<file path="src/include/bridge_cfg.svh">
`ifndef BRIDGE_CFG_SVH
`define BRIDGE_CFG_SVH

// bus widths
`define BRIDGE_ADDR_W 32
`define BRIDGE_DATA_W 32
`define BRIDGE_ID_W 4

// slave memory
`define BRIDGE_MEM_WORDS 1024
`define BRIDGE_RD_LAT 2   // ar handshake to rvalid, at least 2

`endif

</file>
<file path="src/source/sram_if_pkg.sv">
`include "bridge_cfg.svh"

package sram_if_pkg;

    // value doubles as the low id bit on the bus
    typedef enum logic {
        PORT_INST = 1'b0,
        PORT_DATA = 1'b1
    } sram_port_e;

    typedef struct packed {
        logic                        req;
        logic                        wr;
        logic [`BRIDGE_ADDR_W-1:0]   addr;
        logic [`BRIDGE_DATA_W/8-1:0] wstrb;
        logic [`BRIDGE_DATA_W-1:0]   wdata;
    } sram_req_t;

    typedef struct packed {
        logic                      addr_ok;
        logic                      data_ok;
        logic [`BRIDGE_DATA_W-1:0] rdata;
    } sram_rsp_t;

    typedef struct packed {
        sram_port_e                port;
        logic [`BRIDGE_ADDR_W-1:0] addr;
    } rd_cmd_t;

    typedef struct packed {
        sram_port_e                port;
        logic [`BRIDGE_DATA_W-1:0] rdata;
    } rd_done_t;

    typedef struct packed {
        logic [`BRIDGE_ADDR_W-1:0]   addr;
        logic [`BRIDGE_DATA_W/8-1:0] wstrb;
        logic [`BRIDGE_DATA_W-1:0]   wdata;
    } wr_cmd_t;

    // one-hot channel machines
    typedef enum logic [2:0] {AR_IDLE = 3'b001, AR_REQ = 3'b010, AR_END = 3'b100} ar_state_e;
    typedef enum logic [2:0] {R_IDLE = 3'b001, R_DATA = 3'b010, R_END = 3'b100} r_state_e;
    typedef enum logic [2:0] {B_IDLE = 3'b001, B_WAIT = 3'b010, B_END = 3'b100} b_state_e;

    typedef enum logic [4:0] {
        W_IDLE      = 5'b00001,
        W_START     = 5'b00010,
        W_ADDR_DONE = 5'b00100,
        W_DATA_DONE = 5'b01000,
        W_END       = 5'b10000
    } w_state_e;

    // read side of the slave memory
    typedef enum logic [1:0] {RAM_IDLE, RAM_WAIT, RAM_RESP} axi_ram_state_e;

endpackage

</file>
<file path="src/source/sram_req_arbiter.sv">
`timescale 1ns/1ns
`include "bridge_cfg.svh"

module sram_req_arbiter
    import sram_if_pkg::*;
(
    input  logic                      aclk,
    input  logic                      aresetn,
    input  sram_req_t                 inst_req,
    input  sram_req_t                 data_req,
    input  logic                      rd_accept,
    input  sram_port_e                rd_accept_port,
    input  logic                      rd_done_valid,
    input  rd_done_t                  rd_done,
    input  logic                      wr_accept,
    input  logic                      wr_done,
    input  logic                      wr_pending,
    input  logic [`BRIDGE_ADDR_W-1:0] wr_pending_addr,
    output logic                      rd_cmd_valid,
    output rd_cmd_t                   rd_cmd,
    output logic                      wr_cmd_valid,
    output wr_cmd_t                   wr_cmd,
    output sram_rsp_t                 inst_rsp,
    output sram_rsp_t                 data_rsp
);
    logic inst_hit, data_hit;
    logic inst_rd, data_rd, data_wr;

    // reads wait for a write to the same word to get its response
    assign inst_hit = wr_pending && (inst_req.addr == wr_pending_addr);
    assign data_hit = wr_pending && (data_req.addr == wr_pending_addr);

    assign inst_rd = inst_req.req & ~inst_hit;   // inst wr bit ignored
    assign data_rd = data_req.req & ~data_req.wr & ~data_hit;
    assign data_wr = data_req.req & data_req.wr;

    // registered read grant, held until the ar handshake
    always_ff @(posedge aclk) begin
        if (!aresetn) begin
            rd_cmd_valid <= 1'b0;
        end else if (rd_accept) begin
            rd_cmd_valid <= 1'b0;   // no regrant while the port still shows this req
        end else if (data_rd || inst_rd) begin
            rd_cmd_valid <= 1'b1;
        end
    end

    always_ff @(posedge aclk) begin
        if (!rd_cmd_valid) begin
            rd_cmd.port <= data_rd ? PORT_DATA : PORT_INST;   // data wins ties
            rd_cmd.addr <= data_rd ? data_req.addr : inst_req.addr;
        end
    end

    always_ff @(posedge aclk) begin
        if (!aresetn) begin
            wr_cmd_valid <= 1'b0;
        end else if (wr_accept) begin
            wr_cmd_valid <= 1'b0;
        end else if (data_wr) begin
            wr_cmd_valid <= 1'b1;
        end
    end

    always_ff @(posedge aclk) begin
        if (!wr_cmd_valid) begin
            wr_cmd <= '{addr: data_req.addr, wstrb: data_req.wstrb, wdata: data_req.wdata};
        end
    end

    // route handshakes back by port
    assign inst_rsp.addr_ok = rd_accept & (rd_accept_port == PORT_INST);
    assign inst_rsp.data_ok = rd_done_valid & (rd_done.port == PORT_INST);
    assign inst_rsp.rdata   = rd_done.rdata;

    assign data_rsp.addr_ok = (rd_accept & (rd_accept_port == PORT_DATA)) | wr_accept;
    assign data_rsp.data_ok = (rd_done_valid & (rd_done.port == PORT_DATA)) | wr_done;
    assign data_rsp.rdata   = rd_done.rdata;

endmodule

</file>
<file path="config.mk">
export PLATFORM = sky130hd
export DESIGN_NAME = sram_req_arbiter
export DESIGN_NICKNAME = d
export VERILOG_FILES = /design/src/source/sram_if_pkg.sv /design/src/source/sram_req_arbiter.sv
export VERILOG_INCLUDE_DIRS = /design/src /design/src/include
export SDC_FILE = /design/constraint.sdc
export NUM_CORES = 1
export LEC_CHECK = 0
export BUFFER_PORTS_ARGS = -buffer_cell sky130_fd_sc_hd__buf_2
export CORE_AREA = 3 3 147 149
export DETAILED_ROUTE_END_ITERATION = 10
export DIE_AREA = 0 0 150 152
export SYNTH_ARGS = -nofsm -noshare
export SYNTH_HDL_FRONTEND = slang
export SYNTH_SLANG_ARGS = --single-unit
</file>
<file path="constraint.sdc">
create_clock -name aclk -period 2.2 [get_ports aclk]
set_input_delay 0.22 -clock aclk [delete_from_list [all_inputs] [get_ports aclk]]
set_output_delay 0.22 -clock aclk [all_outputs]
set_load 0.1 [all_outputs]
</file>
## After elaboration in Yosys (flattened, before gate mapping)

Cells that the tools add are included.

- Reductions and logical operators: 5
- Muxes and demuxes: 2
- Bitwise operators: 16
- Equality and inequality tests: 2

Operators by type and width:

| kind | count |
|---|---|
| == test 32 bit | 2 |
| 2-to-1 mux 32 bit | 1 |
| AND 1 bit | 8 |
| NOT 1 bit | 6 |
| OR reduction 2 bit | 2 |
| logical AND 1 bit | 2 |
| OR 1 bit | 2 |
| logical OR 1 bit | 1 |
| 2-to-1 mux 1 bit | 1 |

- Output and inout port bits: 171
- Word-level logic and storage cells: 32
- Input port bits: 213
- Flip-flop bits (word level): 103

## Logic depth before layout (Yosys ltp)

- Word-level depth: 5
- Depth in mapped cells: 7
- Mapped depth without buffers: 5

## Worst setup path before layout

OpenSTA, ideal clock, no wires.

- Path type: register to register
- Start: reg wr_cmd_valid
- End: reg wr_cmd[0] (netlist name), enable pin
- Stages on the path, launching flop included: 2
- Slack: -0.426 ns
- Library setup time: 0.565 ns
- Clock period less this slack: 2.626 ns
- Arrival time: 2.060 ns
- Buffers on the path: 0
- Required time: 1.635 ns
- Cells stage by stage: dfxtp_1 -> inv_1

RTL lines:

| item | RTL line | text |
|---|---|---|
| start: declaration | sram_req_arbiter.sv:21 | `output logic wr_cmd_valid,` |
| start signal: assignment | sram_req_arbiter.sv:57 | `wr_cmd_valid <= 1'b0;` |
| start signal: assignment | sram_req_arbiter.sv:59 | `wr_cmd_valid <= 1'b0;` |
| start signal: assignment | sram_req_arbiter.sv:61 | `wr_cmd_valid <= 1'b1;` |
| end signal: assignment | sram_req_arbiter.sv:67 | `wr_cmd <= '{addr: data_req.addr, wstrb: data_req.wstrb, wdata: data_req.wdata};` |
| end: declaration | sram_req_arbiter.sv:22 | `output wr_cmd_t wr_cmd,` |

No word-level cell between the ends.

## Final worst setup path

- Start: in wr_pending_addr[26]
- End: reg rd_cmd[8] (netlist name), data pin

- Longest elaborated chain between the ends: 5

RTL lines:

| item | RTL line | text |
|---|---|---|
| start: declaration | sram_req_arbiter.sv:18 | `` input logic [`BRIDGE_ADDR_W-1:0] wr_pending_addr, `` |
| == test 32 bit | sram_req_arbiter.sv:31 | `assign data_hit = wr_pending && (data_req.addr == wr_pending_addr);` |
| logical AND 1 bit | sram_req_arbiter.sv:31 |  |
| NOT 1 bit | sram_req_arbiter.sv:34 | `assign data_rd = data_req.req & ~data_req.wr & ~data_hit;` |
| AND 1 bit | sram_req_arbiter.sv:34 |  |
| 2-to-1 mux 32 bit | sram_req_arbiter.sv:51 | `rd_cmd.addr <= data_rd ? data_req.addr : inst_req.addr;` |
| end: declaration | sram_req_arbiter.sv:20 | `output rd_cmd_t rd_cmd,` |

Every way passes these cells.
A chain may end at the register's enable or synchronous reset.

==> results.yml <==
place:
  dp_hpwl_mm: 13.4
  dp_slack_ns: -0.471
  placed_area_um2: 6130
  io_buffer_count: 250
  gp_congestion: 0.742
floorplanning:
  rows: 52
  die_width_um: 150
  start_util: 0.240
  core_region_area_um2: 20300
  die_h_um: 152
  dieArea_um2: 22800
  io_pins: 384
synth:
  synth_edf_count: 101
  ys_ff_latch: 103
  yosys.area.top_type_share: 0.623
  yosys_most_used_dff: "edfxtp_1"
  synth_most_common_cell: "edfxtp_1"
  postSynthAreaPerCell_um2: 16.1
  netlist-cell-type-count: 22
  synthTopCellsByArea: "edfxtp_1, buf_4, mux2_4, xor2_1, xnor2_1"
  async_reset_ff_frac: 0
  post-synth-top-area-cell: "edfxtp_1"
  synth_common_cells: "edfxtp_1, buf_4, xor2_1"
  synthCells: 303
  synth_nets: 516
  yosysWarnings: 0
  synth_area_um2: 4860
  ys_seq_area_frac: 0.632
power:
  p_per_area_nw_per_um2: 874
  leakage_nw: 2.82
  irDropWorstVdd_v: 0.000344
setup_path:
  cp_cell_sequence: "buf_2, xor2_1, nor4_2, buf_4, nand3_1, o311a_2, buf_12, mux2_4"
  critPathLaunchType: "primary input"
  worst-setup-path-type: "primary input to flop"
  critPathSlowestCell: "o311a_2"
  cp.required_ns: 2.29
  end_kind: "flop"
  crit_path_max_fanout: 19
  worstPathArrival_ns: 2.15
  critPathMaxStageDelay_ns: 0.47
sta:
  grt_setup_unrepaired: "false"
  final_hold_viol_count: 0
  clock.fmax_ghz: 0.485
  setup_viol: 0
  post-route-period-util: 0.938
  setup_ws_ns: 0.136
  finalMaxSlewViolations: 0
  skew_ns: 0.0132
  worst_pin_slew_ns: 0.547
  relSlewSlack: 0.638
  period_minus_slack_ns: 2.06
drt:
  drc_errors: 0
  routed_via_density: 3.98
  via_count: 3172
  drtAntennaViolNets: 0
  drt-total-wl_mm: 16.0
  drt_iter0_markers: 144
  wl_per_cell_um: 20.1
  drtPass1Iterations: 4
global_routing:
  grt_pass1_vias: 3417
  grt_max_degree: 66
  track_usage: 0.134
  grt_pass1_wl_mm: 22.1
  antenna_found_initial: 5
  overflow: 0
layout:
  final_nets: 733
  layout-drive-gt1-share: 0.623
  area_growth_pct: 32.3
  fillers: 2068
  stdcell_area_um2: 6430
  final_util: 0.317
cts:
  cts_root_buf: "clkbuf_16"
  cts_tree: "yes"
  clock-sinks: 103
  worstSkewPairLatency_ns: 0.35
  postCtsSetupBuffers: 0
  htree_levels: 3
  cts_buffer_depth: 2
  path_clk_slew_ns: 0.07
  cts_buffers: 9
worst_hold_path:
  hold_path.class: "primary input to flop"
flow_run:
  max_cap_violations: 0
run_status:
  status: "finished, final reports clean"
flip-flops by register name, summed over array words and instances, names as in the netlist:
register,cells
wr_cmd,68
rd_cmd,33
rd_cmd_valid,1
wr_cmd_valid,1
per-layer routing:
metal | up-vias | share of wire | global-route usage | routed length (µm)
met1 | 1451 | 0.32 | 0.125 | 5140
met2 | 195 | 0.54 | 0.258 | 8650
met4 | 6 | 0.027 | 0.0475 | 427
li1 | 1467 | - | - | -
met5 | - | 0.0029 | 0 | 47
met3 | 53 | 0.11 | 0.0524 | 1720
worst max-delay path: cells and delay by family:
family,cells,cell delay [ns]
buf+inv,3,0.48
compound gates,1,0.47
xor+xnor,1,0.17
mux,1,0.30
simple gates,2,0.50
cell families (layout without fill, tap and decap cells):
| group | after synthesis | in the layout | synth area share |
|---|---|---|---|
| other | 0 | 1 | 0 |
| DFF | 103 | 103 | 0.632 |
| muxes | 32 | 32 | 0.0957 |
| AOI/OAI and AO/OA | 6 | 6 | 0.00952 |
| xor gates and xnor gates | 64 | 64 | 0.115 |
| buffers and inverters | 72 | 294 | 0.117 |
| and+or+nand+nor | 26 | 26 | 0.0314 |
worst paths after layout:
kind	from	endpoint	slack (ns)	depth (start not counted)
hold / removal	data_req[10]	wr_cmd[10]$_DFFE_PN_	0.05	1
setup reg to reg	rd_cmd_valid$_SDFFE_PP0P_	rd_cmd_valid$_SDFFE_PP0P_	0.89	5
hold reg to reg	wr_cmd_valid$_SDFFE_PP0P_	wr_cmd_valid$_SDFFE_PP0P_	0.55	2
setup / recovery	wr_pending_addr[26]	rd_cmd[8]$_DFFE_PN_	0.14	8
what timing repair did:
item,4_1_cts,5_1_grt
hold buffers,0,0
setup endpoints to repair,32,0
resized for setup,1,0
power by group:
group          leakage, nW  switching, mW  total (mW)  internal, mW
combinational         1.61           1.35        1.71         0.354
sequential            1.07         0.0370        2.35          2.31
clock                0.143          0.772        1.57         0.795
total                 2.82           2.16        5.63          3.46
stage by stage:
stage | TNS [ns] | total power [mW] | instances | hold slack, ns
CTS | 0 | 5.71 | 795 | 0.0285
detailed placement | -15.09 | 4.12 | 779 | 0.398
finish | 0 | 5.63 | 796 | 0.0484
global route | 0 | 5.85 | 796 | 0.0196
global placement | -14.79 | 4.11 | 779 | 0.396
floorplan | 0 | 4.25 | 303 | 0.286
layout by cell type, fill, tap and decap left out, drive strengths merged:
cell type	n
nor3b	1
xor2	34
nand4	8
nor4	9
nor3	2
clkbuf	9
inv	5
a21o	2
nor2b	1
a31oi	1
edfxtp	101
nand3	3
mux2	32
o211a	1
buf	274
clkinvlp	2
clkinv	4
diode	1
a21oi	1
nor2	2
xnor2	30
o311a	1
dfxtp	2
cell type report:
class,instances,area [µm²],share of cell area
well taps,270,338,0.0525
clock inverters,7,66.3,0.0103
clock buffers,9,225,0.0350
flip-flops and latches,103,3080,0.478
repair buffers,274,1470,0.228
multi-input cells,128,1230,0.192
inverters,4,22.5,0.00350
diodes,1,2.50,0.000389
(Power assumes the default switching activity.)
