$ cat config.mk
export PLATFORM = sky130hd
export DESIGN_NAME = axi_read_master
export DESIGN_NICKNAME = d
export VERILOG_FILES = /design/src/source/axi_pkg.sv /design/src/source/sram_if_pkg.sv /design/src/source/axi_read_master.sv
export VERILOG_INCLUDE_DIRS = /design/src /design/src/include
export SDC_FILE = /design/constraint.sdc
export NUM_CORES = 1
export LEC_CHECK = 0
export BUFFER_PORTS_ARGS = -buffer_cell sky130_fd_sc_hd__buf_2
export CELL_PAD_IN_SITES_DETAIL_PLACEMENT = 0
export CELL_PAD_IN_SITES_GLOBAL_PLACEMENT = 2
export CORE_MARGIN = 2
export CORE_UTILIZATION = 34
export DETAILED_ROUTE_END_ITERATION = 16
export PLACE_DENSITY_LB_ADDON = 0.25
export RECOVER_POWER = 100
export SLEW_MARGIN = 20
export SYNTH_ARGS = -nofsm -noshare
export SYNTH_HDL_FRONTEND = slang
export SYNTH_SLANG_ARGS = --single-unit
$ cat constraint.sdc
create_clock -name aclk -period 7.5 [get_ports aclk]
set_clock_uncertainty 0.15 [all_clocks]
set_input_delay 0.375 -clock aclk [delete_from_list [all_inputs] [get_ports aclk]]
set_output_delay 0.375 -clock aclk [all_outputs]
set_load 0.1 [all_outputs]
$ cat src/include/bridge_cfg.svh
`ifndef BRIDGE_CFG_SVH
`define BRIDGE_CFG_SVH

// bus widths
`define BRIDGE_ADDR_W 32
`define BRIDGE_DATA_W 32
`define BRIDGE_ID_W 4

// slave memory
`define BRIDGE_MEM_WORDS 1024
`define BRIDGE_RD_LAT 2   // ar handshake to rvalid, at least 2

`endif

$ cat src/source/axi_pkg.sv
`include "bridge_cfg.svh"

package axi_pkg;

    typedef enum logic [1:0] {
        FIXED = 2'b00,
        INCR  = 2'b01,
        WRAP  = 2'b10
    } axi_burst_e;

    typedef struct packed {
        logic [`BRIDGE_ID_W-1:0]   arid;
        logic [`BRIDGE_ADDR_W-1:0] araddr;
        logic [7:0]                arlen;   // beats minus one
        logic [2:0]                arsize;
        axi_burst_e                arburst;
        logic [1:0]                arlock;
        logic [3:0]                arcache;
        logic [2:0]                arprot;
    } axi_ar_t;

    typedef struct packed {
        logic [`BRIDGE_ID_W-1:0]   awid;
        logic [`BRIDGE_ADDR_W-1:0] awaddr;
        logic [7:0]                awlen;
        logic [2:0]                awsize;
        axi_burst_e                awburst;
        logic [1:0]                awlock;
        logic [3:0]                awcache;
        logic [2:0]                awprot;
    } axi_aw_t;

    typedef struct packed {
        logic [`BRIDGE_ID_W-1:0]     wid;
        logic [`BRIDGE_DATA_W-1:0]   wdata;
        logic [`BRIDGE_DATA_W/8-1:0] wstrb;
        logic                        wlast;
    } axi_w_t;

    typedef struct packed {
        logic [`BRIDGE_ID_W-1:0]   rid;
        logic [`BRIDGE_DATA_W-1:0] rdata;
        logic [1:0]                rresp;
        logic                      rlast;
    } axi_r_t;

    typedef struct packed {
        logic [`BRIDGE_ID_W-1:0] bid;
        logic [1:0]              bresp;
    } axi_b_t;

endpackage

$ cat src/source/sram_if_pkg.sv
`include "bridge_cfg.svh"

package sram_if_pkg;

    // value doubles as the low id bit on the bus
    typedef enum logic {
        PORT_INST = 1'b0,
        PORT_DATA = 1'b1
    } sram_port_e;

    typedef struct packed {
        logic                        req;
        logic                        wr;
        logic [`BRIDGE_ADDR_W-1:0]   addr;
        logic [`BRIDGE_DATA_W/8-1:0] wstrb;
        logic [`BRIDGE_DATA_W-1:0]   wdata;
    } sram_req_t;

    typedef struct packed {
        logic                      addr_ok;
        logic                      data_ok;
        logic [`BRIDGE_DATA_W-1:0] rdata;
    } sram_rsp_t;

    typedef struct packed {
        sram_port_e                port;
        logic [`BRIDGE_ADDR_W-1:0] addr;
    } rd_cmd_t;

    typedef struct packed {
        sram_port_e                port;
        logic [`BRIDGE_DATA_W-1:0] rdata;
    } rd_done_t;

    typedef struct packed {
        logic [`BRIDGE_ADDR_W-1:0]   addr;
        logic [`BRIDGE_DATA_W/8-1:0] wstrb;
        logic [`BRIDGE_DATA_W-1:0]   wdata;
    } wr_cmd_t;

    // one-hot channel machines
    typedef enum logic [2:0] {AR_IDLE = 3'b001, AR_REQ = 3'b010, AR_END = 3'b100} ar_state_e;
    typedef enum logic [2:0] {R_IDLE = 3'b001, R_DATA = 3'b010, R_END = 3'b100} r_state_e;
    typedef enum logic [2:0] {B_IDLE = 3'b001, B_WAIT = 3'b010, B_END = 3'b100} b_state_e;

    typedef enum logic [4:0] {
        W_IDLE      = 5'b00001,
        W_START     = 5'b00010,
        W_ADDR_DONE = 5'b00100,
        W_DATA_DONE = 5'b01000,
        W_END       = 5'b10000
    } w_state_e;

    // read side of the slave memory
    typedef enum logic [1:0] {RAM_IDLE, RAM_WAIT, RAM_RESP} axi_ram_state_e;

endpackage

$ cat src/source/axi_read_master.sv
`timescale 1ns/1ns
`include "bridge_cfg.svh"

module axi_read_master
    import axi_pkg::*, sram_if_pkg::*;
(
    input  logic       aclk,
    input  logic       aresetn,
    input  logic       rd_cmd_valid,
    input  rd_cmd_t    rd_cmd,
    input  logic       ar_ready,
    input  logic       r_valid,
    input  axi_r_t     r,
    output logic       ar_valid,
    output axi_ar_t    ar,
    output logic       r_ready,
    output logic       rd_accept,
    output sram_port_e rd_accept_port,
    output logic       rd_done_valid,
    output rd_done_t   rd_done
);
    ar_state_e ar_state, ar_next;
    r_state_e  r_state, r_next;

    logic [1:0]                out_cnt;   // accepted reads without their r beat
    sram_port_e                ar_port;
    logic [`BRIDGE_ADDR_W-1:0] ar_addr;
    logic [`BRIDGE_DATA_W-1:0] rd_buf [2];   // one entry per port
    sram_port_e                r_port;
    logic                      ar_hs, r_hs;

    assign ar_hs = ar_valid & ar_ready;
    assign r_hs  = r_valid & r_ready;

    always_ff @(posedge aclk) begin
        if (!aresetn) begin
            ar_state <= AR_IDLE;
            r_state  <= R_IDLE;
        end else begin
            ar_state <= ar_next;
            r_state  <= r_next;
        end
    end

    always_comb begin
        ar_next = ar_state;
        case (ar_state)
            AR_IDLE: if (rd_cmd_valid && out_cnt == 2'd0) ar_next = AR_REQ;
            AR_REQ:  if (ar_hs) ar_next = AR_END;
            AR_END:  ar_next = AR_IDLE;
            default: ar_next = AR_IDLE;
        endcase
    end

    always_comb begin
        r_next = r_state;
        case (r_state)
            R_IDLE:  if (out_cnt != 2'd0) r_next = R_DATA;
            R_DATA:  if (r_hs && r.rlast) r_next = R_END;
            R_END:   r_next = R_IDLE;
            default: r_next = R_IDLE;
        endcase
    end

    always_ff @(posedge aclk) begin
        if (!aresetn) begin
            out_cnt <= 2'd0;
        end else if (ar_hs && r_hs && r.rlast) begin
            out_cnt <= out_cnt;
        end else if (ar_hs) begin
            out_cnt <= out_cnt + 2'd1;
        end else if (r_hs && r.rlast) begin
            out_cnt <= out_cnt - 2'd1;
        end
    end

    // command frozen once the ar machine leaves idle
    always_ff @(posedge aclk) begin
        if (ar_state == AR_IDLE) begin
            ar_port <= rd_cmd.port;
            ar_addr <= rd_cmd.addr;
        end
    end

    assign ar_valid = (ar_state == AR_REQ);
    assign ar = '{
        arid:    {{(`BRIDGE_ID_W-1){1'b0}}, ar_port},
        araddr:  ar_addr,
        arlen:   8'd0,   // single beat
        arsize:  3'd2,   // whole word
        arburst: INCR,
        arlock:  2'b00,
        arcache: 4'b0000,
        arprot:  3'b000
    };

    assign rd_accept      = ar_hs;
    assign rd_accept_port = ar_port;

    assign r_ready = (r_state == R_DATA);

    always_ff @(posedge aclk) begin
        if (r_hs) begin
            rd_buf[r.rid[0]] <= r.rdata;
            r_port           <= sram_port_e'(r.rid[0]);
        end
    end

    // data_ok one cycle after the last beat, out of the buffer
    assign rd_done_valid = (r_state == R_END);
    assign rd_done.port  = r_port;
    assign rd_done.rdata = rd_buf[r_port];

endmodule

; ---- Word level (Yosys, flattened, before mapping)
; Memory sizes are Yosys's and may differ from the RTL's. A register that Yosys moved wholly into a read port is not among the register bits.
; Index checks and enable logic that the tools add are counted.
[op_classes]
addsub = 2
n_mul = 0
div_mod_pow = 0
order_cmp = 0
eq_ne = 9
shifts = 0
muxes = 11
n_bitwise = 3
reduce_logical = 10
[op_table]
columns = op, count
row1 = $mux W3, 4
row2 = $pmux W3 S2, 2
row3 = $eq A3 B1 Y1 const B, 2
row4 = $eq A3 B2 Y1 const B, 2
row5 = $reduce_and A2 Y1, 3
row6 = $logic_and A1 B1 Y1, 4
row7 = $mux W2, 2
row8 = $ne A2 B1 Y1 const B, 2
row9 = $ne A2 B2 Y1 const B, 2
row10 = $reduce_bool A2 Y1, 2
row11 = $eq A3 B3 Y1 const B, 1
row12 = $mux W1, 3
row13 = $add A2 B1 Y2 const B, 1
row14 = $and A1 B1 Y1, 2
row15 = $logic_not A2 Y1, 1
row16 = $sub A2 B1 Y2 const B, 1
row17 = $not A1 Y1, 1
[totals]
reg_bits = 42
latchBits = 0
mem_bits_rw = 64
rom_bits = 0
inputBits = 77
output_inout_bits = 96
word_cells = 42
n_memories = 1
[memory_table]
columns = memory, words, width, read_ports, rd_clocked_by_memory_dff, write_ports, line_no
row1 = rd_buf, 2, 32, 1, 1, 1, axi_read_master.sv:28  ; logic [`BRIDGE_DATA_W-1:0] rd_buf [2];

; ---- Longest topological paths before layout
[logic_depth]
word_depth = 6
ltp_mapped = 4
ltp_nobuf = 4

; ---- Worst setup path after synthesis
; No wires, ideal clock.
[synth_path]
path_type = register to output
start = register r_state[2]
end = output port rd_done_valid
arrival_ps = 2529
required_time_ps = 6975
path_slack_ps = 4446
path_stages_with_launch = 2
n_path_buf = 0
cell_sequence = dfxtp_1 -> nor3b_1
[synth_via]
elab_chain_len = 1
[synth_lines]
columns = element, line_no
row1 = "start, declared", axi_read_master.sv:23  ; r_state_e r_state, r_next;
row2 = "start signal, assigned", axi_read_master.sv:41  ; r_state <= r_next;
row3 = $eq A3 B3 Y1, axi_read_master.sv:110  ; assign rd_done_valid = (r_state == R_END);
row4 = "end, declared", axi_read_master.sv:19  ; output logic rd_done_valid,
; Every way passes these cells.

==> impl_results.md <==
- Initial Util: about a third
- Clock Pin Slew Worst Setup and Hold Paths: about 0.070 ns
- I/O Pins: 173
- Drt drc: 0
- Final net count: roughly 440
- Number of port buffers: between 100 and 150
- Clk pwr share: 33.6%
- H-tree Lvls: 3
- Yosys top cell area share: roughly 74%
- Sequential Power Share: ~49%
- Combinational power share: between 15 and 20%
- Number of synthesized register bits: around 110
- First-pass GRT wire length: approximately 11000 µm
- Ant diodes: 0
- FFs w/ async S/R, synth: 0%
- GRT Total Usage: 11.6%
- Clk Latency, worst-skew pair: around 0.33 ns
- Cell area after layout: ~5000 µm²
- Unrepaired setup endpoints after global routing: no
- Critical path arrival: roughly 3.2 ns
- Slowest CP cell: clkbuf_1
- CTS tree: built
- Min setup slack post-route: around 3.7 ns
- Vias in the first global route: between 2000 and 2500
- Yosys Warn Count: 0
- Die area: approximately 13000 µm²
- Int Pwr: between 0.9 and 1 mW
- Final wirelength: 7360 µm
- Sinks on Clock Net: between 100 and 150
- DP Worst Slack: 5.24 ns
- Drt first pass iters: 4
- Max VDD drop: around 0.12 mV
- CP max FO: 28
- Slew headroom: -101%
- Net Switching: ~0.43 mW
- Final core utilization: a little over two fifths
- Post-synth EDFFs: a little under 100
- 1st-iter DRT viols: 88
- CP Data Required Time: between 6 and 7 ns
- Highest clock rate: ~0.27 GHz
- Mean Syn Cell Area: around 19 µm²
- Layout cells sized above 1: ~29%
- Cell Area, Synth: around 4000 µm²
- Gr ovfl total: 0
- Antenna violations before repair: 0
- Final setup viols: 0
- Max_cap viols: 3
- Final Hold Viols: 0
- Hold-critical path depth: 1
- Status: finished with violations
- Die Y: 112 µm
- Die Span X: about 110 µm
- GPL Wtd Cong: ~0.67
- Post-DP Area: about 4800 µm²
- Worst Tran Pin Value: around 3.0 ns
- Yosys top cell by area: edfxtp_1
- Sw Share: a little under a third
- Met1 Wirelength: 2920 µm
- LEAKAGE: about 1.8 nW
- Layout area overhead: 23.7%
- Met3 WL: slightly above 800 µm
- Routed len/inst: 14.5 µm
- Vias after detailed routing: 2172
- Hold Worst Slack: 0.0625 ns
- CTS-repair resized insts: 0
- Unique masters post-synth: 26
- Core Rows: 39
- Largest net degree at the start of global routing: 35
- Top Layer Used: met4
- Detail Route met2 WL: about 3600 µm
- Top cells by area, synth: edfxtp_1 (74%), mux2_2 (8.8%), buf_4 (5.1%), dfxtp_1 (4.5%), and4bb_4 (0.82%)
- Fin crit share: 50.3%
- Clk buf depth: 2
- CORE AREA: roughly 11000 µm²
- Root Buffer: clkbuf_16
- Placed wire-length estimate: between 5000 and 6000 µm
- CP Launch Type: register
- Drt via density: 4.29
- TritonCTS Buffers: 9
- Final antenna-violating net count: 0
- Cell repeated most along the worst path: clkbuf_1
- Crit-path cells: clkbuf_1, mux2_2, clkbuf_1
- CTS Hold Bufs: 0
- Final TNS setup: 0 ns
- Cell with the most instances after synthesis: edfxtp_1
- Min Tclk post-route: ~3.8 ns
- Crit-path max cell delay: about 1.2 ns
- Failing checks: capacitance limit, slew limit
- Final-report max-slew violation count: 97
- Worst Hold Class: in -> reg
- Register area share after synthesis: between 70% and 80%
- Mapped Cells: 210
- Top cells by count, synth: edfxtp_1 (98), mux2_2 (31), buf_4 (27)
- Critical path class: reg -> out
- Ys flop type: edfxtp_1
- Post-CTS Setup Inserts: 0
- CP endpoint kind: primary output
- Reg2Reg Depth: 2
- P per Cell Area: roughly 280 nW/µm²
-- final cells by class --
cell class                 count  area, µm²
fill                        1093       6500
clock buffer                  11        233
timing repair buffer         145        616
clock inverter                 5       62.6
sequential                   107       3120
multi-input combinational     95        709
tap                          143        179
-- flip-flops by register name, indices dropped and copies added, names as in the netlist, named ones only --
| register | flops |
|---|---|
| ar_addr | 32 |
| ar_state | 3 |
| out_cnt | 2 |
| r_port | 1 |
| r_state | 3 |
| rd_accept_port | 1 |
| rd_buf | 64 |
-- worst max-delay path: cells and delay by family, from the launching register on --
family / cells / cell delay, ns
buffers and inverters: 2 / 2.10
flip-flops: 1 / 0.43
multiplexers: 1 / 0.36
-- cell usage in the layout (no fill, tap or decap), types with 2 or more instances in the layout --
master and count:
clkbuf_1 90, clkinvlp_4 2, nor3_1 2, nor3b_1 2
and4bb_1 2, mux2_1 2, mux2i_1 2, clkbuf_16 9
mux2_2 31, and2_2 2, dfxtp_1 9, nor2_1 5
conb_1 25, nand2b_1 5, edfxtp_1 98, nor2b_1 3
buf_2 57, nand2_1 3
-- logic make-up after synthesis --
logic type | share of synthesized area (%)
other | 0.189
AND/OR/NAND/NOR | 4.72
buffers and inverters | 5.56
multiplexers | 9.84
XOR/XNOR | 0.629
AO/OA/AOI/OAI | 0.597
flip-flops | 78.5
-- path summary, 6_finish.rpt --
path / startpoint / endpoint / slack (ns)
worst max-delay path: register / rd_done[0] / 3.73
worst min-delay path: rd_cmd[5] / ar_addr[5] / 0.06
worst min register to register: out_cnt[1] / out_cnt[1] / 0.32
worst max register to register: r_state[1] / rd_buf[0][28] / 3.88
-- stage by stage --
stage | total power, mW | cells
3_3_place_gp | 0.937 | 490
3_5_place_dp | 0.939 | 490
2_1_floorplan | 0.908 | 233
4_1_cts | 1.41 | 506
5_1_grt | 1.43 | 506
6_report | 1.38 | 506
-- power by group through the flow --
| stage | sequential, mW | clock [mW] | combinational [mW] |
|---|---|---|---|
| finish | 0.681 | 0.464 | 0.238 |
| global route | 0.683 | 0.503 | 0.245 |
| floorplan | 0.828 | 0 | 0.0807 |
| global placement | 0.692 | 0 | 0.245 |
| detailed placement | 0.693 | 0 | 0.246 |
| CTS | 0.680 | 0.483 | 0.246 |
-- layer usage --
metal / vias to the layer above / track usage [%]
li1: 1025 / -
met2: 111 / 19.1
met5: - / 0
met4: 0 / 3.66
met1: 1030 / 12.8
met3: 6 / 6.53
Note: power is estimated with default switching activity, not from simulation.
