===== config.mk =====
export PLATFORM = sky130hd
export DESIGN_NAME = axi_write_master
export DESIGN_NICKNAME = d
export VERILOG_FILES = /design/src/source/axi_pkg.sv /design/src/source/sram_if_pkg.sv /design/src/source/axi_write_master.sv
export VERILOG_INCLUDE_DIRS = /design/src /design/src/include
export SDC_FILE = /design/constraint.sdc
export NUM_CORES = 1
export LEC_CHECK = 0
export ABC_AREA = 1
export BUFFER_PORTS_ARGS = -buffer_cell sky130_fd_sc_hd__buf_2
export CAP_MARGIN = 5
export CELL_PAD_IN_SITES_DETAIL_PLACEMENT = 1
export CELL_PAD_IN_SITES_GLOBAL_PLACEMENT = 1
export CORE_UTILIZATION = 30
export DETAILED_ROUTE_END_ITERATION = 6
export PLACE_DENSITY = 0.92
export SLEW_MARGIN = 20
export SYNTH_ARGS = -nofsm -noshare
export SYNTH_HDL_FRONTEND = slang
export SYNTH_SLANG_ARGS = --single-unit

===== constraint.sdc =====
create_clock -name aclk -period 2.65 [get_ports aclk]
set_input_delay 0.1325 -clock aclk [delete_from_list [all_inputs] [get_ports aclk]]
set_output_delay 0.1325 -clock aclk [all_outputs]
set_load 0.01 [all_outputs]

===== src/include/bridge_cfg.svh =====
`ifndef BRIDGE_CFG_SVH
`define BRIDGE_CFG_SVH

// bus widths
`define BRIDGE_ADDR_W 32
`define BRIDGE_DATA_W 32
`define BRIDGE_ID_W 4

// slave memory
`define BRIDGE_MEM_WORDS 1024
`define BRIDGE_RD_LAT 2   // ar handshake to rvalid, at least 2

`endif


===== src/source/axi_pkg.sv =====
`include "bridge_cfg.svh"

package axi_pkg;

    typedef enum logic [1:0] {
        FIXED = 2'b00,
        INCR  = 2'b01,
        WRAP  = 2'b10
    } axi_burst_e;

    typedef struct packed {
        logic [`BRIDGE_ID_W-1:0]   arid;
        logic [`BRIDGE_ADDR_W-1:0] araddr;
        logic [7:0]                arlen;   // beats minus one
        logic [2:0]                arsize;
        axi_burst_e                arburst;
        logic [1:0]                arlock;
        logic [3:0]                arcache;
        logic [2:0]                arprot;
    } axi_ar_t;

    typedef struct packed {
        logic [`BRIDGE_ID_W-1:0]   awid;
        logic [`BRIDGE_ADDR_W-1:0] awaddr;
        logic [7:0]                awlen;
        logic [2:0]                awsize;
        axi_burst_e                awburst;
        logic [1:0]                awlock;
        logic [3:0]                awcache;
        logic [2:0]                awprot;
    } axi_aw_t;

    typedef struct packed {
        logic [`BRIDGE_ID_W-1:0]     wid;
        logic [`BRIDGE_DATA_W-1:0]   wdata;
        logic [`BRIDGE_DATA_W/8-1:0] wstrb;
        logic                        wlast;
    } axi_w_t;

    typedef struct packed {
        logic [`BRIDGE_ID_W-1:0]   rid;
        logic [`BRIDGE_DATA_W-1:0] rdata;
        logic [1:0]                rresp;
        logic                      rlast;
    } axi_r_t;

    typedef struct packed {
        logic [`BRIDGE_ID_W-1:0] bid;
        logic [1:0]              bresp;
    } axi_b_t;

endpackage


===== src/source/sram_if_pkg.sv =====
`include "bridge_cfg.svh"

package sram_if_pkg;

    // value doubles as the low id bit on the bus
    typedef enum logic {
        PORT_INST = 1'b0,
        PORT_DATA = 1'b1
    } sram_port_e;

    typedef struct packed {
        logic                        req;
        logic                        wr;
        logic [`BRIDGE_ADDR_W-1:0]   addr;
        logic [`BRIDGE_DATA_W/8-1:0] wstrb;
        logic [`BRIDGE_DATA_W-1:0]   wdata;
    } sram_req_t;

    typedef struct packed {
        logic                      addr_ok;
        logic                      data_ok;
        logic [`BRIDGE_DATA_W-1:0] rdata;
    } sram_rsp_t;

    typedef struct packed {
        sram_port_e                port;
        logic [`BRIDGE_ADDR_W-1:0] addr;
    } rd_cmd_t;

    typedef struct packed {
        sram_port_e                port;
        logic [`BRIDGE_DATA_W-1:0] rdata;
    } rd_done_t;

    typedef struct packed {
        logic [`BRIDGE_ADDR_W-1:0]   addr;
        logic [`BRIDGE_DATA_W/8-1:0] wstrb;
        logic [`BRIDGE_DATA_W-1:0]   wdata;
    } wr_cmd_t;

    // one-hot channel machines
    typedef enum logic [2:0] {AR_IDLE = 3'b001, AR_REQ = 3'b010, AR_END = 3'b100} ar_state_e;
    typedef enum logic [2:0] {R_IDLE = 3'b001, R_DATA = 3'b010, R_END = 3'b100} r_state_e;
    typedef enum logic [2:0] {B_IDLE = 3'b001, B_WAIT = 3'b010, B_END = 3'b100} b_state_e;

    typedef enum logic [4:0] {
        W_IDLE      = 5'b00001,
        W_START     = 5'b00010,
        W_ADDR_DONE = 5'b00100,
        W_DATA_DONE = 5'b01000,
        W_END       = 5'b10000
    } w_state_e;

    // read side of the slave memory
    typedef enum logic [1:0] {RAM_IDLE, RAM_WAIT, RAM_RESP} axi_ram_state_e;

endpackage


===== src/source/axi_write_master.sv =====
`timescale 1ns/1ns
`include "bridge_cfg.svh"

module axi_write_master
    import axi_pkg::*, sram_if_pkg::*;
(
    input  logic                      aclk,
    input  logic                      aresetn,
    input  logic                      wr_cmd_valid,
    input  wr_cmd_t                   wr_cmd,
    input  logic                      aw_ready,
    input  logic                      w_ready,
    input  logic                      b_valid,
    input  axi_b_t                    b,
    output logic                      aw_valid,
    output axi_aw_t                   aw,
    output logic                      w_valid,
    output axi_w_t                    w,
    output logic                      b_ready,
    output logic                      wr_accept,
    output logic                      wr_done,
    output logic                      wr_pending,
    output logic [`BRIDGE_ADDR_W-1:0] wr_pending_addr
);
    w_state_e w_state, w_next;
    wr_cmd_t  cmd_q;
    logic     aw_hs, w_hs, b_hs;

    assign aw_hs = aw_valid & aw_ready;
    assign w_hs  = w_valid & w_ready;
    assign b_hs  = b_valid & b_ready;

    always_ff @(posedge aclk) begin
        if (!aresetn) begin
            w_state <= W_IDLE;
        end else begin
            w_state <= w_next;
        end
    end

    // aw and w may finish in either order or together
    always_comb begin
        w_next = w_state;
        case (w_state)
            W_IDLE: if (wr_cmd_valid) w_next = W_START;
            W_START: begin
                if (aw_hs && w_hs) begin
                    w_next = W_END;
                end else if (aw_hs) begin
                    w_next = W_ADDR_DONE;
                end else if (w_hs) begin
                    w_next = W_DATA_DONE;
                end
            end
            W_ADDR_DONE: if (w_hs) w_next = W_END;
            W_DATA_DONE: if (aw_hs) w_next = W_END;
            W_END:       if (b_hs) w_next = W_IDLE;   // response state
            default:     w_next = W_IDLE;
        endcase
    end

    always_ff @(posedge aclk) begin
        if (w_state == W_IDLE) begin
            cmd_q <= wr_cmd;
        end
    end

    assign aw_valid = (w_state == W_START) || (w_state == W_DATA_DONE);
    assign w_valid  = (w_state == W_START) || (w_state == W_ADDR_DONE);
    assign b_ready  = (w_state == W_END);

    assign aw = '{
        awid:    {{(`BRIDGE_ID_W-1){1'b0}}, PORT_DATA},
        awaddr:  cmd_q.addr,
        awlen:   8'd0,
        awsize:  3'd2,
        awburst: INCR,
        awlock:  2'b00,
        awcache: 4'b0000,
        awprot:  3'b000
    };
    assign w = '{
        wid:   {{(`BRIDGE_ID_W-1){1'b0}}, PORT_DATA},
        wdata: cmd_q.wdata,
        wstrb: cmd_q.wstrb,
        wlast: 1'b1
    };

    assign wr_accept       = aw_hs;
    assign wr_done         = b_hs;
    assign wr_pending      = (w_state != W_IDLE);   // sample through b handshake
    assign wr_pending_addr = cmd_q.addr;

endmodule


Yosys cells after proc, flatten, opt, wreduce, memory -nomap -nowiden --
Cells that the tools add are included.
Storage, ports and cells: flip-flop bits (word level) 73, input bits 80, output and inout bits 137, logic and storage cells 30
Cells by class: equality and inequality tests 11, multiplexer cells 8, bitwise operators 3, reduce and logical (&&, ||, !) cells 4
Operator list (count):
- $mux W5 | 7
- $pmux W5 S5 | 1
- $ne A2 B2 Y1 const B | 3
- $eq A5 B1 Y1 const B | 1
- $eq A5 B2 Y1 const B | 1
- $eq A5 B3 Y1 const B | 1
- $eq A5 B4 Y1 const B | 1
- $eq A5 B5 Y1 const B | 1
- $ne A5 B1 Y1 const B | 1
- $reduce_and A5 Y1 | 1
- $ne A4 B4 Y1 const B | 1
- $and A1 B1 Y1 | 3
- $logic_or A1 B1 Y1 | 2
- $ne A2 B1 Y1 const B | 1
- $logic_and A1 B1 Y1 | 1

Logic depth before layout (Yosys ltp) --
Gate-level depths: netlist of the first run.
depth in word-level cells 7, depth in mapped cells 9, gate-level depth less buffers 9

Worst setup path after synthesis of the first run --
No wires, ideal clock.
path type register to register, start point register w_state[2], end point register cmd_q (netlist bit w[10]) (enable), library setup time 422 ps, data arrival time 2100 ps, data required time 2228 ps, path slack 128 ps, stages on the path, launching flop included 4, buffers on the path 0, period minus slack after synthesis 2522 ps, path through dfxtp_1 nor2_4 nand3_1 inv_1
Between the ends: word-level cells in the longest chain between the ends 1
RTL lines:
- start: declaration | line axi_write_master.sv:25 | w_state_e w_state, w_next;
- start signal: assignment | line axi_write_master.sv:37 | w_state <= w_next;
- $eq A5 B1 Y1 | line axi_write_master.sv:63 | if (w_state == W_IDLE) begin
- end signal: assignment | line axi_write_master.sv:64 | cmd_q <= wr_cmd;
- end: declaration | line axi_write_master.sv:26 | wr_cmd_t cmd_q;
Every way passes these cells. A chain may end at the register's enable or synchronous reset.

Final worst setup path of the first run --
start point register w_state[2], end point output port wr_accept
Between the ends: word-level cells in the longest chain between the ends 3, elaborated cells on any way between the ends 4, classes of those cells 2 x eq/ne; 1 x bitwise; 1 x reduce/logical
RTL lines:
- $eq A5 B2 Y1 / $eq A5 B4 Y1 (equally long branches) | line axi_write_master.sv:68 | assign aw_valid = (w_state == W_START) || (w_state == W_DATA_DONE);
- $logic_or A1 B1 Y1 (*) | line axi_write_master.sv:68
- $and A1 B1 Y1 (*) | line axi_write_master.sv:29 | assign aw_hs = aw_valid & aw_ready;
- end: declaration | line axi_write_master.sv:20 | output logic wr_accept,
Every way passes the cells marked *; elsewhere a longest branch is shown, timed or not.

==> impl_metrics.csv, run 1 <==
group,metric,value,unit
timing,setup_viol,0,
critical_path,crit_chain,"nor2_4 -> nand2_2 -> nor2_2 -> inv_1 -> a21oi_1 -> buf_2",
power_and_ir_drop,fin_total_pwr,4.94,mW
clocking,cts-root-buf,"clkbuf_8",
synth,synth_top_area_share,69.0,%
power_and_ir_drop,power.density,1080,nW/um2
critical_path,rr_endpoint,"w[7]$_DFFE_PN_",
timing,whs,0.0152,ns
floorplanning,row_count,35,
routing,drc,0,
final_layout,final_core_util,48.6,%
critical_path,cp_slowest_stage_delay,0.36,ns
power_and_ir_drop,ir_drop,0.622,mV
timing,period_needed,1.63,ns
critical_path,critPathArrivalTime,1.50,ns
critical_path,cp_top_family,"simple AND/OR/NAND/NOR gates",
synth,yosys_register_bits,73,
timing,tns,0,ns
critical_path,worstReg2RegStart,"w_state[0]$_SDFFE_PN1P_",
routing,viasPerCell,4.07,
global_routing,grt_max_degree,69,
place,dp_slack,1.05,ns
global_routing,antenna_found_initial,1,
clocking,cts_tree,"done",
critical_path,start_kind,"flop",
clocking,cts_buffers,9,
global_routing,grt_usage,18.8,%
clocking,path_clk_slew,0.07,ns
final_layout,nFillCells,1064,
worst_hold_path,hp-start,"w_ready",
worst_hold_path,hp-class,"in -> reg",
clocking,clock_path_buffers,2,
critical_path,cp.buffers_inverters,2,
timing,hold_violations,0,
critical_path,crit_start,"w_state[2]$_SDFFE_PN0P_",
clocking,cts.sinks,73,
synth,yosys.area.top_type,"edfxtp_1",
synth,synth_edf_count,68,
synth,ys.flop_type,"edfxtp_1",
routing,vias,2281,
synth,yosys_warnings,0,
outcome,status,"finished, final reports clean",
synth,synth_most_common_cell,"edfxtp_1",
final_layout,drive_gt1_share,50.5,%
timing,maxSlewViolCount,0,
floorplanning,ios,217,
routing,final_antenna_net_count,0,
synth,synth_area_per_cell,14.8,um2
synth,async_flop_share,0,%
place,dp_hpwl,6.37,mm
worst_hold_path,min_to,"w_state[2]$_SDFFE_PN0P_",
timing,finalCritPeriodShare,61.6,%
floorplanning,design.die.area,10300,um2
clocking,htree_levels,3,
global_routing,grt_pass1_wl,13.6,mm
final_layout,syn2layout_area_growth,54.5,%
timing,max_freq,613,MHz
floorplanning,core,9420,um2
synth,yosys-top-cells-count,"edfxtp_1 (68), buf_4 (63), nand2_1 (11)",
clocking,clock_latency,0.36,ns
timing,clock_skew,0.0209,ns
critical_path,r2r_setup_slack,1.06,ns
critical_path,crit_path_max_fanout,6,
routing,drt-pass1-iter-count,4,
timing,fin_ws,1.02,ns
final_layout,nets,505,
synth,yosys-top-cells-area,"edfxtp_1 (69%), buf_4 (16%), dfxtp_1 (3.4%)",
critical_path,worstPathRequired,2.52,ns
global_routing,grt-ovfl-total,0,
worst_hold_path,hold_depth,2,
synth,synth.distinct_cells,19,
floorplanning,die_h,101,um
run,max-cap-violations,0,
critical_path,reg2reg_depth,5,
place,numPortBuffers,179,
floorplanning,start_util,31.4,%
power_and_ir_drop,p_leak,2.12,nW
critical_path,path_class,"reg -> out",
synth,synth_area,2960,um2
routing,wl_per_cell,17.7,um
synth,synthCells,200,
routing,drt-total-wl,9.91,mm
critical_path,cp-end-kind,"output pin",
place,gp_congestion,0.747,
global_routing,grt_pass1_vias,2442,
floorplanning,dieWidth,101,um
critical_path,crit_slowest_cell,"dfxtp_1",
timing,rsz0062_at_grt,"false",
clocking,cts_resized,0,
synth,yosysSeqAreaShare,72.4,%
routing,drt-initial-drc-count,51,
## report_power, final
part           switching [mW]  internal [mW]
registers               0.236           1.93
logic                    1.15          0.637
clock network           0.447          0.534
total                    1.83           3.10
## metal layers
| metal | track usage [%] | vias up | share of wire (%) |
|---|---|---|---|
| li1 | - | 1036 | - |
| met1 | 16.9 | 1077 | 31 |
| met2 | 37.1 | 140 | 57 |
| met3 | 5.45 | 28 | 7.8 |
| met4 | 10.9 | 0 | 4.0 |
| met5 | 0 | - | 0 |
## metrics by stage
| step | area, um2 | instances |
|---|---|---|
| after floorplan | 3070 | 229 |
| after global placement | 3670 | 475 |
| after detailed placement | 3670 | 475 |
| after CTS | 4570 | 559 |
| after global routing | 4570 | 560 |
| final | 4570 | 560 |
## timing repair
action,CTS,global route
buffers inserted,0,0
endpoints found under the hold margin,68,0
hold buffers,68,0
## sequential cells by signal, indices dropped and copies added, names as in the netlist
| signal | flops |
|---|---|
| w_state | 5 |
| wr_pending_addr | 32 |
| w | 36 |
## final cells by class
cell class	count	area, um2	share of cell area (%)
repair buffers	248	1600	34.9
clock buffers	10	128	2.79
multi-input cells	80	404	8.84
well taps	129	161	3.53
clock inverters	6	90.1	1.97
flip-flops and latches	73	2140	46.8
diodes	1	2.50	0.0547
inverters	13	48.8	1.07
## how the worst max path moves through the flow
stage                                               to  depth (start not counted)
final                                        wr_accept                          6
after global routing                         wr_accept                          6
after CTS                                    wr_accept                          6
after detailed placement               w[36]$_DFFE_PN_                          5
after global placement    wr_pending_addr[3]$_DFFE_PN_                          5
after floorplan                        w[10]$_DFFE_PN_                          3
## worst register-to-register path, cell delays in order (launching register included)
cell     delay [ns]
dfxtp_1        0.37
inv_1          0.09
nor2_1         0.15
nand3_1        0.17
inv_2          0.11
buf_12         0.30
## cell families after synthesis
group | Yosys count | synth area share [%]
DFF | 73 | 72.4
and+or+nand+nor | 43 | 8.29
buffers and inverters | 76 | 17.6
other | 2 | 0.254
AOI/OAI and AO/OA | 6 | 1.44
## placed cells by master (no fill, tap or decap), types with 3 or more instances in the layout
cell type / count
buf_2: 179
clkbuf_8: 9
conb_1: 31
dfxtp_1: 5
dlygate4sd3_1: 68
edfxtp_1: 68
inv_1: 9
inv_2: 4
nand2_1: 11
nand2_2: 5
nand3_1: 6
nand4_2: 3
nor2_1: 10
nor2_2: 4
(Power assumes the default switching activity.)
==> inputs of run 2 (changes only) <==
==> constraint.sdc (replaced) <==
create_clock -name aclk -period 1.7 [get_ports aclk]
set_input_delay 0.085 -clock aclk [delete_from_list [all_inputs] [get_ports aclk]]
set_output_delay 0.085 -clock aclk [all_outputs]
set_load 0.01 [all_outputs]
==> run 2 against run 1 <==
Compared with the run above:
- setup slack worse by 0.87 ns
- count of clock-buffer cells in the layout is the same
- hold slack improved by 0.029 ns
- register-to-register slack got worse by 0.75 ns
- die area stayed put
- sequential power grew 56%
- critical path depth unchanged
- global-route usage grew 0.87 points
- sequential cell count did not move
- critical path type unchanged
- critical endpoint unchanged
==> impl_metrics.csv, run 2 (synthesized netlist as in run 1, its figures left out) <==
group,metric,value,unit
outcome,status,"finished, final reports clean",
run,max-cap-violations,0,
place,dp_slack,0.291,ns
floorplanning,design.die.area,10300,um2
timing,tns,0,ns
final_layout,instances_no_fill,564,
critical_path,crit_path_max_fanout,6,
clocking,path_clk_slew,0.07,ns
global_routing,grt_pass1_wl,14.3,mm
floorplanning,core,9420,um2
clocking,htree_levels,3,
routing,drt-initial-drc-count,43,
timing,maxSlewViolCount,0,
timing,setup_viol,0,
clocking,post_cts_buffers,0,
timing,rsz0062_at_grt,"false",
critical_path,cp_top_family,"simple AND/OR/NAND/NOR gates",
floorplanning,die_h,101,um
critical_path,start_kind,"flop",
floorplanning,row_count,35,
power_and_ir_drop,switchingPower,2.92,mW
clocking,cts.sinks,73,
power_and_ir_drop,p_leak,2.11,nW
timing,hold_violations,0,
global_routing,grt_usage,19.7,%
power_and_ir_drop,p_comb_share,39.1,%
final_layout,final_cell_mix,"buf_2 (179), dlygate4sd3_1 (70), edfxtp_1 (68), conb_1 (31), nand2_1 (11)",
clocking,clock_path_buffers,2,
final_layout,layout_commonest_cell,"buf_2",
floorplanning,dieWidth,101,um
routing,viasPerCell,4.12,
timing,max_freq,644,MHz
routing,final_antenna_net_count,0,
worst_hold_path,hp-class,"in -> reg",
clocking,clock_latency,0.34,ns
timing,period_needed,1.55,ns
final_layout,nets,508,
critical_path,crit_slowest_cell,"dfxtp_2",
global_routing,grt_max_degree,36,
clocking,cts_buffers,9,
place,dp_cells,476,
critical_path,worstPathRequired,1.62,ns
routing,drt-pass1-iter-count,4,
critical_path,path_class,"reg -> out",
routing,drc,0,
critical_path,cp.buffers_inverters,2,
timing,whs,0.0446,ns
routing,drt-total-wl,10.4,mm
critical_path,cp_slowest_stage_delay,0.34,ns
power_and_ir_drop,fin_total_pwr,7.56,mW
place,dp_hpwl,6.32,mm
timing,clock_skew,0.0213,ns
critical_path,cp-end-kind,"output pin",
timing,fin_ws,0.147,ns
critical_path,critPathArrivalTime,1.47,ns
power_and_ir_drop,ir_drop,0.785,mV
timing,finalCritPeriodShare,91.3,%
place,dpl_cell_area,3720,um2
routing,vias,2326,
critical_path,crit_chain,"nor2_4 -> nand2_2 -> nor2_2 -> inv_1 -> a21oi_1 -> buf_2",
global_routing,antenna_found_initial,2,
floorplanning,start_util,31.4,%
place,numPortBuffers,179,
place,gp_congestion,0.776,
floorplanning,ios,217,
clocking,cts_tree,"done",
power_and_ir_drop,p_clk_share,16.1,%
final_layout,drive_gt1_share,52.0,%
routing,wl_per_cell,18.4,um
power_and_ir_drop,power.density,1650,nW/um2
power_and_ir_drop,intPower,4.64,mW
final_layout,syn2layout_area_growth,55.3,%
final_layout,design_area,4590,um2
clocking,cts_resized,0,
clocking,cts-root-buf,"clkbuf_8",
final_layout,largest_register_ffs,36,
power_and_ir_drop,sw_frac_of_total,38.7,%
clocking,cts_hold_buf,70,
power_and_ir_drop,seqPwrFrac,44.8,%
global_routing,grt-ovfl-total,0,
final_layout,final_core_util,48.8,%
global_routing,grt_pass1_vias,2499,
## run 2: cell types whose count changed in the layout (fill, tap and decap cells not counted), sizes merged
cell	change
diode	+1
dlygate4sd3	+2
bufinv	-2
inv	-1
clkinv	+1
clkinvlp	+2
buf	+1
## run 2: cell type report
type                       instances  area (um2)
sequential                        73        2150
multi-input combinational         80         419
inverter                          13        52.6
clock buffer                      10         128
fill                            1038        4820
antenna                            2        5.00
timing repair buffer             251        1640
tap                              129         161
clock inverter                     6        42.5
## run 2: per-layer routing
metal	GRT usage, %	routed length, um	vias up	part of all wire [%]
met2	36.9	5720	141	55
li1	-	-	1045	-
met5	0	0	-	0
met4	14.9	641	0	6.2
met1	18.1	3290	1102	32
met3	5.38	744	38	7.2
## run 2: power by group through the flow
stage	registers, mW	clock network [mW]	logic, mW
after floorplan	3.71	0	1.38
after global placement	3.30	0	2.71
after detailed placement	3.37	0	2.79
after CTS	3.33	1.25	2.92
after global routing	3.44	1.33	3.21
final	3.39	1.22	2.95
## run 2: path summary, 6_finish.rpt
check / end / slack, ns / start / cells after the start
max: wr_accept / 0.15 / w_state[2]$_SDFFE_PN0P_ / 6
min: w_state[2]$_SDFFE_PN0P_ / 0.04 / aw_ready / 3
max reg2reg: w[22]$_DFFE_PN_ / 0.31 / w_state[0]$_SDFFE_PN1P_ / 5
min reg2reg: w_state[1]$_SDFFE_PN0P_ / 0.53 / w_state[1]$_SDFFE_PN0P_ / 2
## run 2: tightest hold or removal path, delay by kind of cell
family | cells | cell delay (ns)
buffers and inverters | 1 | 0.12
AOI/OAI and AO/OA | 1 | 0.06
and+or+nand+nor | 1 | 0.06
==> inputs of run 3 (changes only) <==
--- a/config.mk
+++ b/config.mk
@@ -9,11 +9,10 @@
 export ABC_AREA = 1
 export BUFFER_PORTS_ARGS = -buffer_cell sky130_fd_sc_hd__buf_2
 export CAP_MARGIN = 5
-export CELL_PAD_IN_SITES_DETAIL_PLACEMENT = 1
-export CELL_PAD_IN_SITES_GLOBAL_PLACEMENT = 1
-export CORE_UTILIZATION = 30
+export CORE_UTILIZATION = 40
 export DETAILED_ROUTE_END_ITERATION = 6
-export PLACE_DENSITY = 0.92
+export GPL_TIMING_DRIVEN = 0
+export PLACE_DENSITY = 0.79
 export SLEW_MARGIN = 20
 export SYNTH_ARGS = -nofsm -noshare
 export SYNTH_HDL_FRONTEND = slang
==> run 3 against run 2 <==
Compared with the run above:
- core utilization grew 24 points
- non-clock buffer count grew 65
- critical path type is now reg -> reg
- combinational power grew 16%
- critical path depth is the same
- critical endpoint is now wr_pending_addr[27]$_DFFE_PN_
- largest power group is now combinational logic
- power grew 8.7%
- largest cell class unchanged
==> impl_metrics.csv, run 3 (synthesized netlist as in run 1, its figures left out) <==
group,metric,value,unit
floorplanning,die_h,88.0,um
global_routing,antenna_found_initial,1,
timing,setup_viol,0,
routing,final_antenna_net_count,0,
critical_path,cp_common_cell,"buf_12",
critical_path,critPathArrivalTime,1.62,ns
critical_path,cp.buffers_inverters,4,
critical_path,r2r_setup_slack,0.12,ns
critical_path,path_class,"reg -> reg",
routing,drt-total-wl,9.10,mm
critical_path,cp_slowest_stage_delay,0.37,ns
routing,drt-initial-drc-count,103,
critical_path,start_kind,"flop",
power_and_ir_drop,ir_drop,1.33,mV
critical_path,reg2reg_depth,6,
clocking,htree_levels,3,
timing,maxSlewViolCount,0,
floorplanning,row_count,30,
global_routing,use_met1,21.4,%
final_layout,nFillCells,462,
floorplanning,design.die.area,7750,um2
power_and_ir_drop,p_leak,2.46,nW
routing,drc,0,
clocking,cts_tree,"done",
critical_path,crit_chain,"inv_2 -> nor2_2 -> nand3_4 -> clkinvlp_4 -> buf_12 -> buf_12",
timing,max_freq,632,MHz
worst_hold_path,hp-start,"aw_ready",
clocking,cts-root-buf,"clkbuf_8",
clocking,cts_buffers,9,
final_layout,largest_register_ffs,36,
global_routing,grt_usage,22.7,%
run,max-cap-violations,0,
worst_hold_path,hold_depth,3,
routing,drt-pass1-iter-count,4,
clocking,clock_latency,0.33,ns
routing,viasPerCell,4.22,
routing,vias,2508,
routing,wl_per_cell,15.3,um
critical_path,worstReg2RegStart,"w_state[0]$_SDFFE_PN1P_",
critical_path,crit_path_max_fanout,33,
final_layout,final_cell_mix,"buf_2 (179), dlygate4sd3_1 (70), edfxtp_1 (68), buf_4 (65), conb_1 (31)",
critical_path,crit_slowest_cell,"dfxtp_1",
floorplanning,ios,217,
critical_path,cp-end-kind,"flop",
clocking,path_clk_slew,0.07,ns
clocking,cts.sinks,73,
global_routing,grt-ovfl-total,0,
final_layout,drive_gt1_share,58.0,%
final_layout,final-seq-area,2150,um2
floorplanning,start_util,42.4,%
timing,whs,0.0351,ns
critical_path,rr_endpoint,"wr_pending_addr[27]$_DFFE_PN_",
final_layout,nets,573,
critical_path,crit_end,"wr_pending_addr[27]$_DFFE_PN_",
clocking,clock_path_buffers,2,
global_routing,busiest_layer,"met2",
timing,clock_skew,0.00661,ns
critical_path,cp.depth,6,
global_routing,grt_pass1_wl,12.4,mm
critical_path,crit_start,"w_state[0]$_SDFFE_PN1P_",
floorplanning,dieWidth,88.0,um
power_and_ir_drop,power.density,1620,nW/um2
global_routing,grt_max_degree,34,
timing,period_needed,1.58,ns
power_and_ir_drop,fin_total_pwr,8.21,mW
place,dp_hpwl,5.79,mm
final_layout,syn2layout_area_growth,71.6,%
global_routing,met2_usage,42.4,%
critical_path,cp_top_family,"buffers and inverters",
place,gp_congestion,0.799,
final_layout,layout_commonest_cell,"buf_2",
place,numPortBuffers,179,
final_layout,final_core_util,72.7,%
timing,finalCritPeriodShare,93.1,%
outcome,status,"finished, final reports clean",
critical_path,worstPathRequired,1.73,ns
worst_hold_path,hp-class,"in -> reg",
global_routing,use_met3,8.01,%
floorplanning,core,6980,um2
timing,rsz0062_at_grt,"false",
final_layout,multi_input_area,419,um2
timing,hold_violations,0,
global_routing,grt_pass1_vias,2445,
## run 3: changes by cell type in the layout (fill, tap and decap cells not counted)
cell | previous run | this run
clkinv_1 | 0 | 1
inv_6 | 1 | 0
buf_4 | 0 | 65
bufinv_16 | 0 | 2
clkinvlp_4 | 3 | 1
diode_2 | 2 | 1
## run 3: worst register-to-register path, stage by stage (launching register included)
cell	delay (ns)
dfxtp_1	0.37
inv_2	0.07
nor2_2	0.17
nand3_4	0.12
clkinvlp_4	0.12
buf_12	0.20
buf_12	0.24
## run 3: final cells by class
class / count / share of cell area (%)
Buffer: 63 / 9.31
Timing Repair Buffer: 253 / 32.5
Antenna cell: 1 / 0.0493
Multi-Input combinational cell: 80 / 8.25
Clock inverter: 6 / 1.63
Sequential cell: 73 / 42.3
Tap cell: 96 / 2.37
Clock buffer: 10 / 2.51
Inverter: 13 / 1.03
## run 3: worst min path at each step
stage                                   end  slack, ns
global placement            w[36]$_DFFE_PN_       0.26
detailed placement          w[21]$_DFFE_PN_       0.26
floorplan           w_state[2]$_SDFFE_PN0P_       0.16
CTS                 w_state[2]$_SDFFE_PN0P_       0.02
finish              w_state[2]$_SDFFE_PN0P_       0.04
global route        w_state[2]$_SDFFE_PN0P_       0.03
## run 3: where the power goes
group / internal [mW] / total [mW] / switching (mW)
Combinational: 1.52 / 3.43 / 1.91
Clock: 0.820 / 1.45 / 0.632
Sequential: 3.00 / 3.34 / 0.332
Total: 5.34 / 8.21 / 2.87
## run 3: layer usage
layer / up-vias / share of wire, %
met5: - / 0
met4: 0 / 2.8
met3: 24 / 8.0
met2: 135 / 57
met1: 1176 / 32
li1: 1173 / -
## run 3: stage by stage
stage | cell area, um2 | setup WS, ns | TNS [ns] | std cells
global placement | 4110 | -0.638 | -43.18 | 504
floorplan | 3090 | -0.213 | -14.52 | 229
detailed placement | 4150 | -0.00242 | -0.0266 | 506
finish | 5080 | 0.117 | 0 | 595
global route | 5080 | 0.0186 | 0 | 595
CTS | 5070 | 0.102 | 0 | 593
## run 3: repair_timing
action,CTS,global route
resized for setup,0,0
pin swaps,0,1
setup buffers,1,1
endpoints found under the setup margin,29,1
cloned,0,0
hold buffers,70,0
endpoints found under the hold margin,71,0
